$ cat src/hw/rv_pkg.sv
package rv_pkg;

    localparam int XLEN       = 32;
    localparam int IMEM_DEPTH = 64;
    localparam int IMEM_AW    = 6;
    localparam int DMEM_DEPTH = 64;
    localparam int DMEM_AW    = 6;
    localparam int REG_AW     = 5;
    localparam int APB_AW     = 12;

    localparam logic [APB_AW-1:0] IMEM_BASE = 12'h000;
    localparam logic [APB_AW-1:0] DMEM_BASE = 12'h100;
    localparam logic [APB_AW-1:0] REG_BASE  = 12'h200;
    localparam logic [APB_AW-1:0] CTRL_ADDR = 12'h300;

    localparam int CTRL_RUN_BIT  = 0;
    localparam int CTRL_DONE_BIT = 1;

    localparam logic [XLEN-1:0] INSTR_EBREAK = 32'h0010_0073;

    typedef enum logic [6:0] {
        OP     = 7'b0110011,
        OP_IMM = 7'b0010011,
        LOAD   = 7'b0000011,
        STORE  = 7'b0100011,
        BRANCH = 7'b1100011,
        SYSTEM = 7'b1110011
    } opcode_e;

    typedef enum logic [2:0] {
        ALU_ADD,
        ALU_SUB,
        ALU_AND,
        ALU_OR,
        ALU_XOR,
        ALU_SLT
    } alu_op_e;

    typedef struct packed {
        logic            valid;
        logic [XLEN-1:0] pc;
        logic [XLEN-1:0] instr;
    } if_id_t;

    typedef struct packed {
        logic              valid;
        logic [XLEN-1:0]   pc;
        logic [XLEN-1:0]   rs1_data;
        logic [XLEN-1:0]   rs2_data;
        logic [REG_AW-1:0] rs1;
        logic [REG_AW-1:0] rs2;
        logic [REG_AW-1:0] rd;
        logic [XLEN-1:0]   imm;
        alu_op_e           alu_op;
        logic              use_imm;
        logic              reg_write;
        logic              mem_read;
        logic              mem_write;
        logic              is_branch;
        logic              branch_ne;
        logic              is_halt;
    } id_ex_t;

    typedef struct packed {
        logic              valid;
        logic [XLEN-1:0]   alu_result;
        logic [XLEN-1:0]   store_data;
        logic [REG_AW-1:0] rd;
        logic              reg_write;
        logic              mem_read;
        logic              mem_write;
        logic              is_halt;
    } ex_mem_t;

    typedef struct packed {
        logic              valid;
        logic [REG_AW-1:0] rd;
        logic              reg_write;
        logic [XLEN-1:0]   data;
        logic              is_halt;
    } wb_t;

    typedef struct packed {
        logic            taken;
        logic [XLEN-1:0] target;
    } redirect_t;

endpackage

$ cat src/hw/memory_stage.sv
`timescale 1ns/1ps

module memory_stage (
    input  logic                        sys_clk_i,
    input  logic                        sys_reset_i,
    input  rv_pkg::ex_mem_t             ex_mem_i,
    input  logic                        dmem_we_i,
    input  logic [rv_pkg::DMEM_AW-1:0]  dmem_addr_i,
    input  logic [rv_pkg::XLEN-1:0]     dmem_wdata_i,
    output logic [rv_pkg::XLEN-1:0]     dmem_rdata_o,
    output rv_pkg::wb_t                 wb_o
);
    import rv_pkg::*;

    logic [XLEN-1:0]    dmem [DMEM_DEPTH];
    logic [DMEM_AW-1:0] word_idx;
    logic [XLEN-1:0]    load_data;

    assign word_idx     = ex_mem_i.alu_result[DMEM_AW+1:2]; // word address
    assign load_data    = dmem[word_idx];
    assign dmem_rdata_o = dmem[dmem_addr_i];

    always_ff @(posedge sys_clk_i)
    begin
        if (ex_mem_i.valid && ex_mem_i.mem_write)
            dmem[word_idx] <= ex_mem_i.store_data;
        else if (dmem_we_i)
            dmem[dmem_addr_i] <= dmem_wdata_i; // host port, core idle
    end

    always_ff @(posedge sys_clk_i or posedge sys_reset_i)
    begin
        if (sys_reset_i)
            wb_o <= '0;
        else
        begin
            wb_o.valid     <= ex_mem_i.valid;
            wb_o.rd        <= ex_mem_i.rd;
            wb_o.reg_write <= ex_mem_i.valid && ex_mem_i.reg_write;
            wb_o.data      <= ex_mem_i.mem_read ? load_data : ex_mem_i.alu_result;
            wb_o.is_halt   <= ex_mem_i.valid && ex_mem_i.is_halt;
        end
    end

endmodule

$ cat config.mk
export PLATFORM = sky130hd
export DESIGN_NAME = memory_stage
export DESIGN_NICKNAME = d
export VERILOG_FILES = /design/src/hw/rv_pkg.sv /design/src/hw/memory_stage.sv
export SDC_FILE = /design/constraint.sdc
export NUM_CORES = 2
export LEC_CHECK = 0
export BUFFER_PORTS_ARGS = -buffer_cell sky130_fd_sc_hd__clkbuf_2
export CORE_MARGIN = 1
export CORE_UTILIZATION = 30
export DETAILED_ROUTE_END_ITERATION = 8
export PLACE_DENSITY = 0.48
export SYNTH_ARGS = -nofsm -noshare
export SYNTH_HDL_FRONTEND = slang
export SYNTH_SLANG_ARGS = --single-unit
$ cat constraint.sdc
create_clock -name sys_clk_i -period 3.7 [get_ports sys_clk_i]
set_clock_uncertainty 0.2 [all_clocks]
set_input_delay 0.555 -clock sys_clk_i [delete_from_list [all_inputs] [get_ports sys_clk_i]]
set_output_delay 0.555 -clock sys_clk_i [all_outputs]
set_load 0.01 [all_outputs]
==> metrics.cfg <==
[status]
status=finished with violations
violations=negative setup slack

[timing]
postLayoutSetupSlackWorst_ns=-0.241
relSlewSlack=0.0556
fin_crit_sh=1.07
finalHoldViolations=0
finalSetupViolCount=18
hold_slack_ns=0.0991
tightest_slew_ns=1.41
rsz0062_at_grt=true
fmax_mhz=254
drv_slew=0
period_minus_slack_ns=3.94

[worst_setup_path]
setup.worst_path.start=dmem[35][2]
crit_fanout=2
endpoint_kind=output pin
worstPathCellList=mux4_2, mux4_2, o211ai_1, o21ai_4, clkbuf_2
path_common_cell=mux4_2
ff2ff_setup_slack_ns=1.15
worstPathArrival_ns=3.19
cp.buffers_inverters=1
ff2ff_path_depth=6
r2r-end=wb_o[8]
crit_required_ns=2.94
endpoint=dmem_rdata_o[2]
critPathSlowestCell=mux4_2
cp_slowest_stage_delay_ns=0.50
worstReg2RegStart=dmem[29][7]
cp.depth=5
critical_path_class=flop to output pin
crit_path_start_kind=flop
cp_top_family=multiplexers

[detailed_routing]
dr.pass1.iters=6
num_vias=55889
drt_wl_total_mm=379
top_layer_used=met5
wl_met3_mm=27.7
avgViaCountPerCell=5.85
met1_length_mm=148
drc=0
route.met2.wl_mm=188
wl_per_cell_um=39.6
ant_nets=0
drt_iter0_drc=7094

[cts]
cts.sinks=2088
cts_buffers=232
path_clk_slew_ns=0.07
cts_max_path_buffers=4
tritoncts=done
insertion_delay_ns=0.95
cts_max_level=4
cts_root_buf=clkbuf_16

[cells_and_area]
final_common_cell=edfxtp_1
multiInputGateArea_um2=32400
final_cell_area_um2=117000
register_area_um2=62500
area_growth_pct=22.4
drive_above_1_share=0.449
fin_util=0.370
nets=5327
fillers=28698
final_cell_mix=edfxtp_1, mux4_2, buf_4

[placement]
gp_congestion=0.823
dp_slack_ns=-0.692
placed_cell_area_um2=108000
dpl.hpwl_mm=234
io_buffers=186

[floorplan]
die_area_um2=321000
rows=206
coreArea_um2=316000
die-height_um=566
initial_core_util=0.302
io_pins=187
die_w_um=566

[synthesis]
synth.distinct_cells=53
yosysSeqAreaShare=0.654
async_flop_share=0.0192
yosys.area_share.simple=0.0154
yosys-top-cells-area=edfxtp_1, mux4_2, mux2i_1
synth-main-ff-cell=edfxtp_1
synth_top_area_frac=0.644
synth_top_family_by_area=multiplexers
synthAdderAreaFrac=0
synthMuxAreaShare=0.277
synth-xor-area-share=0
synth.net_count=4642
synth_warnings=0
syn_area_um2=95600
synth_top_area_cell=edfxtp_1
synthesis.instances=4527
ys_seq_elements=2088
synth_compound_area_frac=0.0348
synth_area_per_cell_um2=21.1
synth_edf_count=2048

[power_and_ir_drop]
p_sw_frac=0.239
p_seq_frac=0.479
power.density_nw_per_um2=476
p_total_w=0.0556
power.internal_w=0.0423
comb_power_share=0.106
p_sw_w=0.0133
ir_drop_mv=0.418
pwr-share-clk=0.415
static-leakage-power_nw=36.5

[job]
drv_cap=0

[global_routing]
grt_usage=0.232
grt_first_pass_wirelength_mm=506
gr-total-overflow=0
grt_pass1_vias=56674
grt_max_degree=65
antenna_found_initial=12

[hold_path]
min_path_type=input port to flop

metrics by stage:
| step | instances | TNS (ns) |
|---|---|---|
| finish | 9561 | -1.01 |
| CTS | 9507 | -1.83 |
| global route | 9559 | -2.30 |
| global placement | 9046 | -5.95 |
| detailed placement | 9046 | -5.60 |
| floorplan | 4527 | -491.68 |
power groups by stage:
stage / clock network [W] / logic, W / registers [W]
6_report: 0.0231 / 0.00589 / 0.0266
3_5_place_dp: 0 / 0.00565 / 0.0271
4_1_cts: 0.0234 / 0.00583 / 0.0266
5_1_grt: 0.0243 / 0.00613 / 0.0267
3_3_place_gp: 0 / 0.00562 / 0.0271
2_1_floorplan: 0 / 0.00289 / 0.0272
worst min-delay path by stage:
stage                                start            to  slack, ns  depth (start not counted)
after global placement         ex_mem_i[4]      wb_o[34]       0.46                          1
after detailed placement       ex_mem_i[5]      wb_o[35]       0.47                          1
final                     dmem_wdata_i[31]  dmem[24][31]        0.1                          4
after global routing      dmem_wdata_i[21]  dmem[52][21]       0.08                          4
after floorplan                ex_mem_i[4]      wb_o[34]       0.39                          0
after CTS                  dmem_wdata_i[3]   dmem[13][3]       0.02                          4
worst register-to-register path: stages, from the launching register on:
cell and delay (ns):
edfxtp_1 0.39, mux4_2 0.49, mux4_2 0.48, nand2b_1 0.17
nand3_1 0.28, o211ai_1 0.17, buf_4 0.22
timing repair:
| item | CTS | global route |
|---|---|---|
| buffers inserted | 13 | 37 |
| cloned | 3 | 11 |
| endpoints found under the setup margin | 32 | 28 |
| gates resized for setup | 110 | 67 |
| hold endpoints to repair | 64 | 0 |
| hold buffers | 36 | 0 |
| pin swaps | 23 | 24 |
cells by family after synthesis:
| family | count (synthesis) |
|---|---|
| DFF | 2088 |
| muxes | 1254 |
| AOI/OAI and AO/OA | 470 |
| buffers and inverters | 397 |
| and+or+nand+nor | 318 |
state kept, by name, indices dropped and copies added, names as in the netlist:
signal  count
dmem     2048
wb_o       40
cells in the mapped netlist, types with 14 or more instances:
master and number:
nand2_1 155, dfrtp_1 40, a21oi_1 56, o211ai_1 19, and4_1 23, o221ai_1 25, nor2_1 76, buf_6 15
clkbuf_1 192, mux2i_1 144, o21ai_1 14, a22oi_1 192, buf_4 27, o21ai_0 54, inv_1 30, a221oi_1 49
edfxtp_1 2048, buf_2 103, o21bai_1 23, buf_1 30, nand2b_1 18, mux4_2 1109
layout make-up:
cell class                 count  share of cell area
clock buffer                 277              0.0512
clock inverter               137              0.0120
timing repair buffer         818              0.0799
antenna                        9            0.000193
tap                         4160              0.0445
multi-input combinational   2042               0.277
inverter                      30            0.000963
sequential                  2088               0.534
layer usage:
layer	vias to the layer above	track usage
met5	-	0
met3	566	0.0392
li1	21427	-
met2	2548	0.393
met4	4	0.0806
met1	31344	0.300
Power figures use the tool's default switching activity.
