--- src/hw/rv_pkg.sv ---
package rv_pkg;

    localparam int XLEN       = 32;
    localparam int IMEM_DEPTH = 64;
    localparam int IMEM_AW    = 6;
    localparam int DMEM_DEPTH = 64;
    localparam int DMEM_AW    = 6;
    localparam int REG_AW     = 5;
    localparam int APB_AW     = 12;

    localparam logic [APB_AW-1:0] IMEM_BASE = 12'h000;
    localparam logic [APB_AW-1:0] DMEM_BASE = 12'h100;
    localparam logic [APB_AW-1:0] REG_BASE  = 12'h200;
    localparam logic [APB_AW-1:0] CTRL_ADDR = 12'h300;

    localparam int CTRL_RUN_BIT  = 0;
    localparam int CTRL_DONE_BIT = 1;

    localparam logic [XLEN-1:0] INSTR_EBREAK = 32'h0010_0073;

    typedef enum logic [6:0] {
        OP     = 7'b0110011,
        OP_IMM = 7'b0010011,
        LOAD   = 7'b0000011,
        STORE  = 7'b0100011,
        BRANCH = 7'b1100011,
        SYSTEM = 7'b1110011
    } opcode_e;

    typedef enum logic [2:0] {
        ALU_ADD,
        ALU_SUB,
        ALU_AND,
        ALU_OR,
        ALU_XOR,
        ALU_SLT
    } alu_op_e;

    typedef struct packed {
        logic            valid;
        logic [XLEN-1:0] pc;
        logic [XLEN-1:0] instr;
    } if_id_t;

    typedef struct packed {
        logic              valid;
        logic [XLEN-1:0]   pc;
        logic [XLEN-1:0]   rs1_data;
        logic [XLEN-1:0]   rs2_data;
        logic [REG_AW-1:0] rs1;
        logic [REG_AW-1:0] rs2;
        logic [REG_AW-1:0] rd;
        logic [XLEN-1:0]   imm;
        alu_op_e           alu_op;
        logic              use_imm;
        logic              reg_write;
        logic              mem_read;
        logic              mem_write;
        logic              is_branch;
        logic              branch_ne;
        logic              is_halt;
    } id_ex_t;

    typedef struct packed {
        logic              valid;
        logic [XLEN-1:0]   alu_result;
        logic [XLEN-1:0]   store_data;
        logic [REG_AW-1:0] rd;
        logic              reg_write;
        logic              mem_read;
        logic              mem_write;
        logic              is_halt;
    } ex_mem_t;

    typedef struct packed {
        logic              valid;
        logic [REG_AW-1:0] rd;
        logic              reg_write;
        logic [XLEN-1:0]   data;
        logic              is_halt;
    } wb_t;

    typedef struct packed {
        logic            taken;
        logic [XLEN-1:0] target;
    } redirect_t;

endpackage

--- src/hw/decode_stage.sv ---
`timescale 1ns/1ps

module decode_stage (
    input  logic                       sys_clk_i,
    input  logic                       sys_reset_i,
    input  rv_pkg::if_id_t             if_id_i,
    input  rv_pkg::redirect_t          redirect_i,
    input  rv_pkg::wb_t                wb_i,
    input  logic [rv_pkg::REG_AW-1:0]  dbg_reg_addr_i,
    output logic [rv_pkg::XLEN-1:0]    dbg_reg_data_o,
    output logic                       stall_o,
    output rv_pkg::id_ex_t             id_ex_o
);
    import rv_pkg::*;

    logic [XLEN-1:0] regs [32];
    logic [XLEN-1:0] instr;
    logic [2:0]      funct3;
    opcode_e         opcode;
    id_ex_t          nxt;

    function automatic logic [XLEN-1:0] rf_read(input logic [REG_AW-1:0] idx);
        logic [XLEN-1:0] val;
        if (idx == '0)
            val = '0;
        else if (wb_i.valid && wb_i.reg_write && wb_i.rd == idx)
            val = wb_i.data; // write-through
        else
            val = regs[idx];
        return val;
    endfunction

    function automatic alu_op_e funct_alu(input logic [2:0] f3, input logic alt);
        alu_op_e op;
        case (f3)
            3'b000:  op = alt ? ALU_SUB : ALU_ADD;
            3'b010:  op = ALU_SLT;
            3'b100:  op = ALU_XOR;
            3'b110:  op = ALU_OR;
            3'b111:  op = ALU_AND;
            default: op = ALU_ADD;
        endcase
        return op;
    endfunction

    assign instr  = if_id_i.instr;
    assign funct3 = instr[14:12];
    assign opcode = opcode_e'(instr[6:0]);

    assign dbg_reg_data_o = rf_read(dbg_reg_addr_i);

    // load in EX whose result is needed right now
    assign stall_o = if_id_i.valid && id_ex_o.valid && id_ex_o.mem_read
                     && id_ex_o.rd != '0
                     && (id_ex_o.rd == instr[19:15] || id_ex_o.rd == instr[24:20]);

    always_comb
    begin
        nxt          = '0;
        nxt.valid    = if_id_i.valid;
        nxt.pc       = if_id_i.pc;
        nxt.rs1      = instr[19:15];
        nxt.rs2      = instr[24:20];
        nxt.rd       = instr[11:7];
        nxt.rs1_data = rf_read(instr[19:15]);
        nxt.rs2_data = rf_read(instr[24:20]);
        nxt.alu_op   = ALU_ADD;
        case (opcode)
            OP:
            begin
                nxt.reg_write = 1'b1;
                nxt.alu_op    = funct_alu(funct3, instr[30]);
            end
            OP_IMM:
            begin
                nxt.reg_write = 1'b1;
                nxt.use_imm   = 1'b1;
                nxt.imm       = {{20{instr[31]}}, instr[31:20]};
                nxt.alu_op    = funct_alu(funct3, 1'b0);
            end
            LOAD:
            begin
                nxt.reg_write = 1'b1;
                nxt.mem_read  = 1'b1;
                nxt.use_imm   = 1'b1;
                nxt.imm       = {{20{instr[31]}}, instr[31:20]};
            end
            STORE:
            begin
                nxt.mem_write = 1'b1;
                nxt.use_imm   = 1'b1;
                nxt.imm       = {{20{instr[31]}}, instr[31:25], instr[11:7]};
            end
            BRANCH:
            begin
                nxt.is_branch = 1'b1;
                nxt.branch_ne = funct3[0]; // bne vs beq
                nxt.imm       = {{19{instr[31]}}, instr[31], instr[7],
                                 instr[30:25], instr[11:8], 1'b0};
            end
            SYSTEM:  nxt.is_halt = 1'b1;
            default: ;
        endcase
    end

    always_ff @(posedge sys_clk_i)
    begin
        if (wb_i.valid && wb_i.reg_write && wb_i.rd != '0)
            regs[wb_i.rd] <= wb_i.data;
    end

    always_ff @(posedge sys_clk_i or posedge sys_reset_i)
    begin
        if (sys_reset_i)
            id_ex_o <= '0;
        else if (redirect_i.taken || stall_o)
            id_ex_o <= '0; // bubble
        else
            id_ex_o <= nxt;
    end

endmodule

--- config.mk ---
export PLATFORM = sky130hd
export DESIGN_NAME = decode_stage
export DESIGN_NICKNAME = d
export VERILOG_FILES = /design/src/hw/rv_pkg.sv /design/src/hw/decode_stage.sv
export SDC_FILE = /design/constraint.sdc
export NUM_CORES = 2
export LEC_CHECK = 0
export BUFFER_PORTS_ARGS = -buffer_cell sky130_fd_sc_hd__buf_2
export CORE_ASPECT_RATIO = 0.9
export CORE_MARGIN = 3
export CORE_UTILIZATION = 40
export CTS_BUF_LIST = sky130_fd_sc_hd__clkbuf_2
export CTS_CLUSTER_DIAMETER = 60
export DETAILED_ROUTE_END_ITERATION = 8
export PLACE_DENSITY = 0.55
export SLEW_MARGIN = 20
export SYNTH_ARGS = -nofsm -noshare
export SYNTH_HDL_FRONTEND = slang
export SYNTH_SLANG_ARGS = --single-unit
--- constraint.sdc ---
create_clock -name sys_clk_i -period 11.4 [get_ports sys_clk_i]
set_clock_uncertainty 0.05 [all_clocks]
set_input_delay 1.14 -clock sys_clk_i [delete_from_list [all_inputs] [get_ports sys_clk_i]]
set_output_delay 1.14 -clock sys_clk_i [all_outputs]
set_load 0.1 [all_outputs]
==> reports/results.txt <==
largest net degree at the start of global routing = 135
die height = 376.5 µm
Mapped Area = 61,020 µm²
f_max = 154.9 MHz
layout cells sized above 1 = 0.3918
Max stage delay cell, worst path = buf_4
number of H-tree levels = 5
P_leak = 0.02408 µW
reg-to-reg setup timing slack = 7.59 ns
DP Wirelength = 124.4 mm
Hold WS = 0.1977 ns
Syn. warnings = 0
worst reg2reg startpoint = id_ex_o[42]$_DFF_PP0_
later-pin clock latency in the skew report = 1.77 ns
Synth-to-Final Area Change = 12.99%
Avg Cell Area, Syn = 16.64 µm²
Max Root-Sink Buffers = 4
WHS Endpoint = id_ex_o[12]$_DFF_PP0_
share of the yosys chip area belonging to registers = 0.5593
Root Buffer = clkbuf_2
max-cap viol count = 0
CP bufs+invs = 4
I/O Pins = 332
most frequent CP cell = buf_4
Rel. slew slack = 0.1745
final setup vio count = 0
Tmin final = 6.455 ns
first-pass GRT wire length = 330.4 mm
GR Util met3 = 0.08544
drt total wl = 238.7 mm
Post-DRT Antenna Nets = 0
global routing met2 resource utilization = 0.4553
min-delay src = if_id_i[22]
CTS sink cnt = 1,159
hold depth = 3
status = complete, no violations
Post-synth EDFFs = 1,024
initial antenna violation count = 13
Crit path required time = 10.21 ns
GR peak layer = met2
number of global-route vias before repair = 42.65k
WP depth = 9
RSZ-0062 raised after global routing = false
#FFs+latches synth = 1,159
CP Class = in2out
RD Place Congestion = 0.8304
delay-heaviest family, CP = buffers and inverters
CP cell instances = buf_8 > buf_4 > buf_4 > mux4_2 > mux2i_1 > a2111oi_0 > nor3_1 > nor2_1 > buf_2
Mapped Cells = 3,666
final hold violations = 0
crit end category = output port
type of origin of the critical path = primary input
wire per inst = 36.92 µm
setup TNS = 0 ns
fin util = 0.4566
global-route total usage across every layer = 0.3010
die width = 417.7 µm
reg2reg path depth = 7
type of the most critical hold path = in2reg
Post-synth ARST share = 0.1165
CP arrival = 5.27 ns
worst slew pin tran = 1.238 ns
Worst-path clk slew = 0.10 ns
Pwr Density = 133.4 nW/µm²
initial DRC count = 6,664
R2R Path End = id_ex_o[110]$_DFF_PP0_
Residual DRC = 0
PortBufs = 298
slowest stage delay, CP = 0.75 ns
Final Max Tran Viols = 0
met1 usage = 0.4104
Num CTS Buffers = 328
Max VDD drop = 0.0001054 V
row cnt = 135
Layout Nets = 4,381
Post-synth top flop = edfxtp_1
Starting Density = 0.4041
Core Area = 151,000 µm²
GR Overflow Total = 0
Die ar. = 157,300 µm²
CTS tree = yes
Yosys cell types = 63
Avg Vias per Cell = 6.680
CP max FO = 53
Vias = 43.18k
Fillers = 13.30k
final worst-path cycle share = 0.5662
first-pass iteration count of the detailed router = 6
Post-CTS Resized = 0
==> worst max-delay path by stage <==
stage,start,endpoint,slack [ns]
6_report,dbg_reg_addr_i[0],dbg_reg_data_o[5],4.94
3_3_place_gp,dbg_reg_addr_i[0],dbg_reg_data_o[5],4.97
3_5_place_dp,dbg_reg_addr_i[0],dbg_reg_data_o[5],4.92
2_1_floorplan,dbg_reg_addr_i[0],dbg_reg_data_o[10],6.26
4_1_cts,dbg_reg_addr_i[0],dbg_reg_data_o[5],4.92
5_1_grt,dbg_reg_addr_i[0],dbg_reg_data_o[20],4.80
==> report_power, final <==
group,internal (µW),switching [µW]
logic,471,1020
registers,4680,32.1
clock network,1130,1860
==> cell usage in the layout, fill, tap and decap left out, types with 10 or more instances in the layout <==
cell / instances
edfxtp_1: 1024
clkbuf_2: 462
nand3_1: 99
o21ai_0: 28
nor2b_1: 10
dfrtp_1: 135
a22oi_1: 114
o2bb2ai_1: 14
xnor2_1: 11
nor3_1: 52
mux2_2: 23
buf_2: 286
dlygate4sd3_1: 143
a211oi_1: 41
xor2_1: 15
nor2_1: 158
nor4_1: 38
clkinv_2: 15
mux4_2: 735
a2111oi_2: 30
nor2_4: 26
nor3_2: 10
o22ai_1: 15
conb_1: 32
mux2i_1: 105
buf_4: 115
inv_1: 48
a2111oi_0: 14
a21oi_1: 70
a22o_1: 71
nor3b_1: 11
clkinv_1: 82
nand2_1: 302
o21ai_1: 31
==> sequential cells by signal, indices dropped and copies added (netlist names) <==
register / count
regs: 1024
id_ex_o: 135
==> per-layer routing <==
metal	share of wire	vias up
met3	0.13	607
met4	0.042	6
li1	-	16600
met1	0.38	22560
met2	0.45	3407
met5	0.00014	-
==> through the flow <==
step           setup WS, ns  power (µW)  instance area, µm²  instances
2_1_floorplan         6.260        5798               61130       3697
3_3_place_gp          4.966        6240               64710       5749
3_5_place_dp          4.922        6241               64720       5749
4_1_cts               4.923        9254               68920       6455
5_1_grt               4.803        9548               68930       6458
6_report              4.945        9195               68940       6464
==> kinds of logic after synthesis <==
logic type,share of synthesized area
flops,0.5593
mux,0.2928
simple gates,0.05512
compound gates,0.05701
buf+inv,0.03199
xor+xnor,0.003732
other cells,0.00006146
==> worst reg2reg max path, delay by kind of cell (launching register included) <==
kind / cells / cell delay [ns]
AOI/OAI and AO/OA: 2 / 1.19
xor gates and xnor gates: 1 / 0.19
buffers and inverters: 2 / 1.33
DFF: 1 / 0.46
and+or+nand+nor: 2 / 0.53
==> cell usage after synthesis, drive strengths merged, types with 3 or more instances <==
cell type     n  share of area
nor4         41         0.0043
or2           5        0.00051
o22ai        15         0.0015
a221oi        7         0.0010
a21oi        70         0.0057
a2111oi      44         0.0094
o21ai        61         0.0051
nand3        99         0.0081
o2111ai       5        0.00072
nor3b        15         0.0020
or4           3        0.00037
nor2        186          0.011
buf         202          0.020
nand4         5        0.00051
and3          4        0.00041
nand2       304          0.019
a211oi       41         0.0050
o22a          3        0.00043
a22o         71          0.010
a22oi       114          0.014
edfxtp     1024           0.50
mux2         23         0.0042
nand2b        5        0.00051
and2          3        0.00031
inv          54         0.0033
nor3         62         0.0051
o2bb2ai      14         0.0020
mux4        735           0.27
xor2         15         0.0022
nor2b        13         0.0013
clkbuf      146         0.0090
xnor2        11         0.0016
o221ai        5        0.00072
nand3b        4        0.00049
dfrtp       135          0.055
mux2i       105          0.017
==> area by class of cell <==
class / count / area, µm² / share of cell area
clock buffers: 462 / 2312 / 0.03354
clock inverters: 101 / 451.7 / 0.006552
repair buffers: 557 / 3941 / 0.05717
diodes: 9 / 22.52 / 0.0003267
flip-flops and latches: 1159 / 34130 / 0.4950
well taps: 1986 / 2485 / 0.03604
multi-input cells: 2135 / 25390 / 0.3683
inverters: 55 / 214.0 / 0.003103
==> what timing repair did <==
| action | CTS | global route |
|---|---|---|
| hold endpoints to repair | 1230 | 0 |
| buffers inserted | 0 | 0 |
| hold buffers | 143 | 0 |
| setup endpoints to repair | 0 | 0 |
Power figures use the tool's default switching activity.
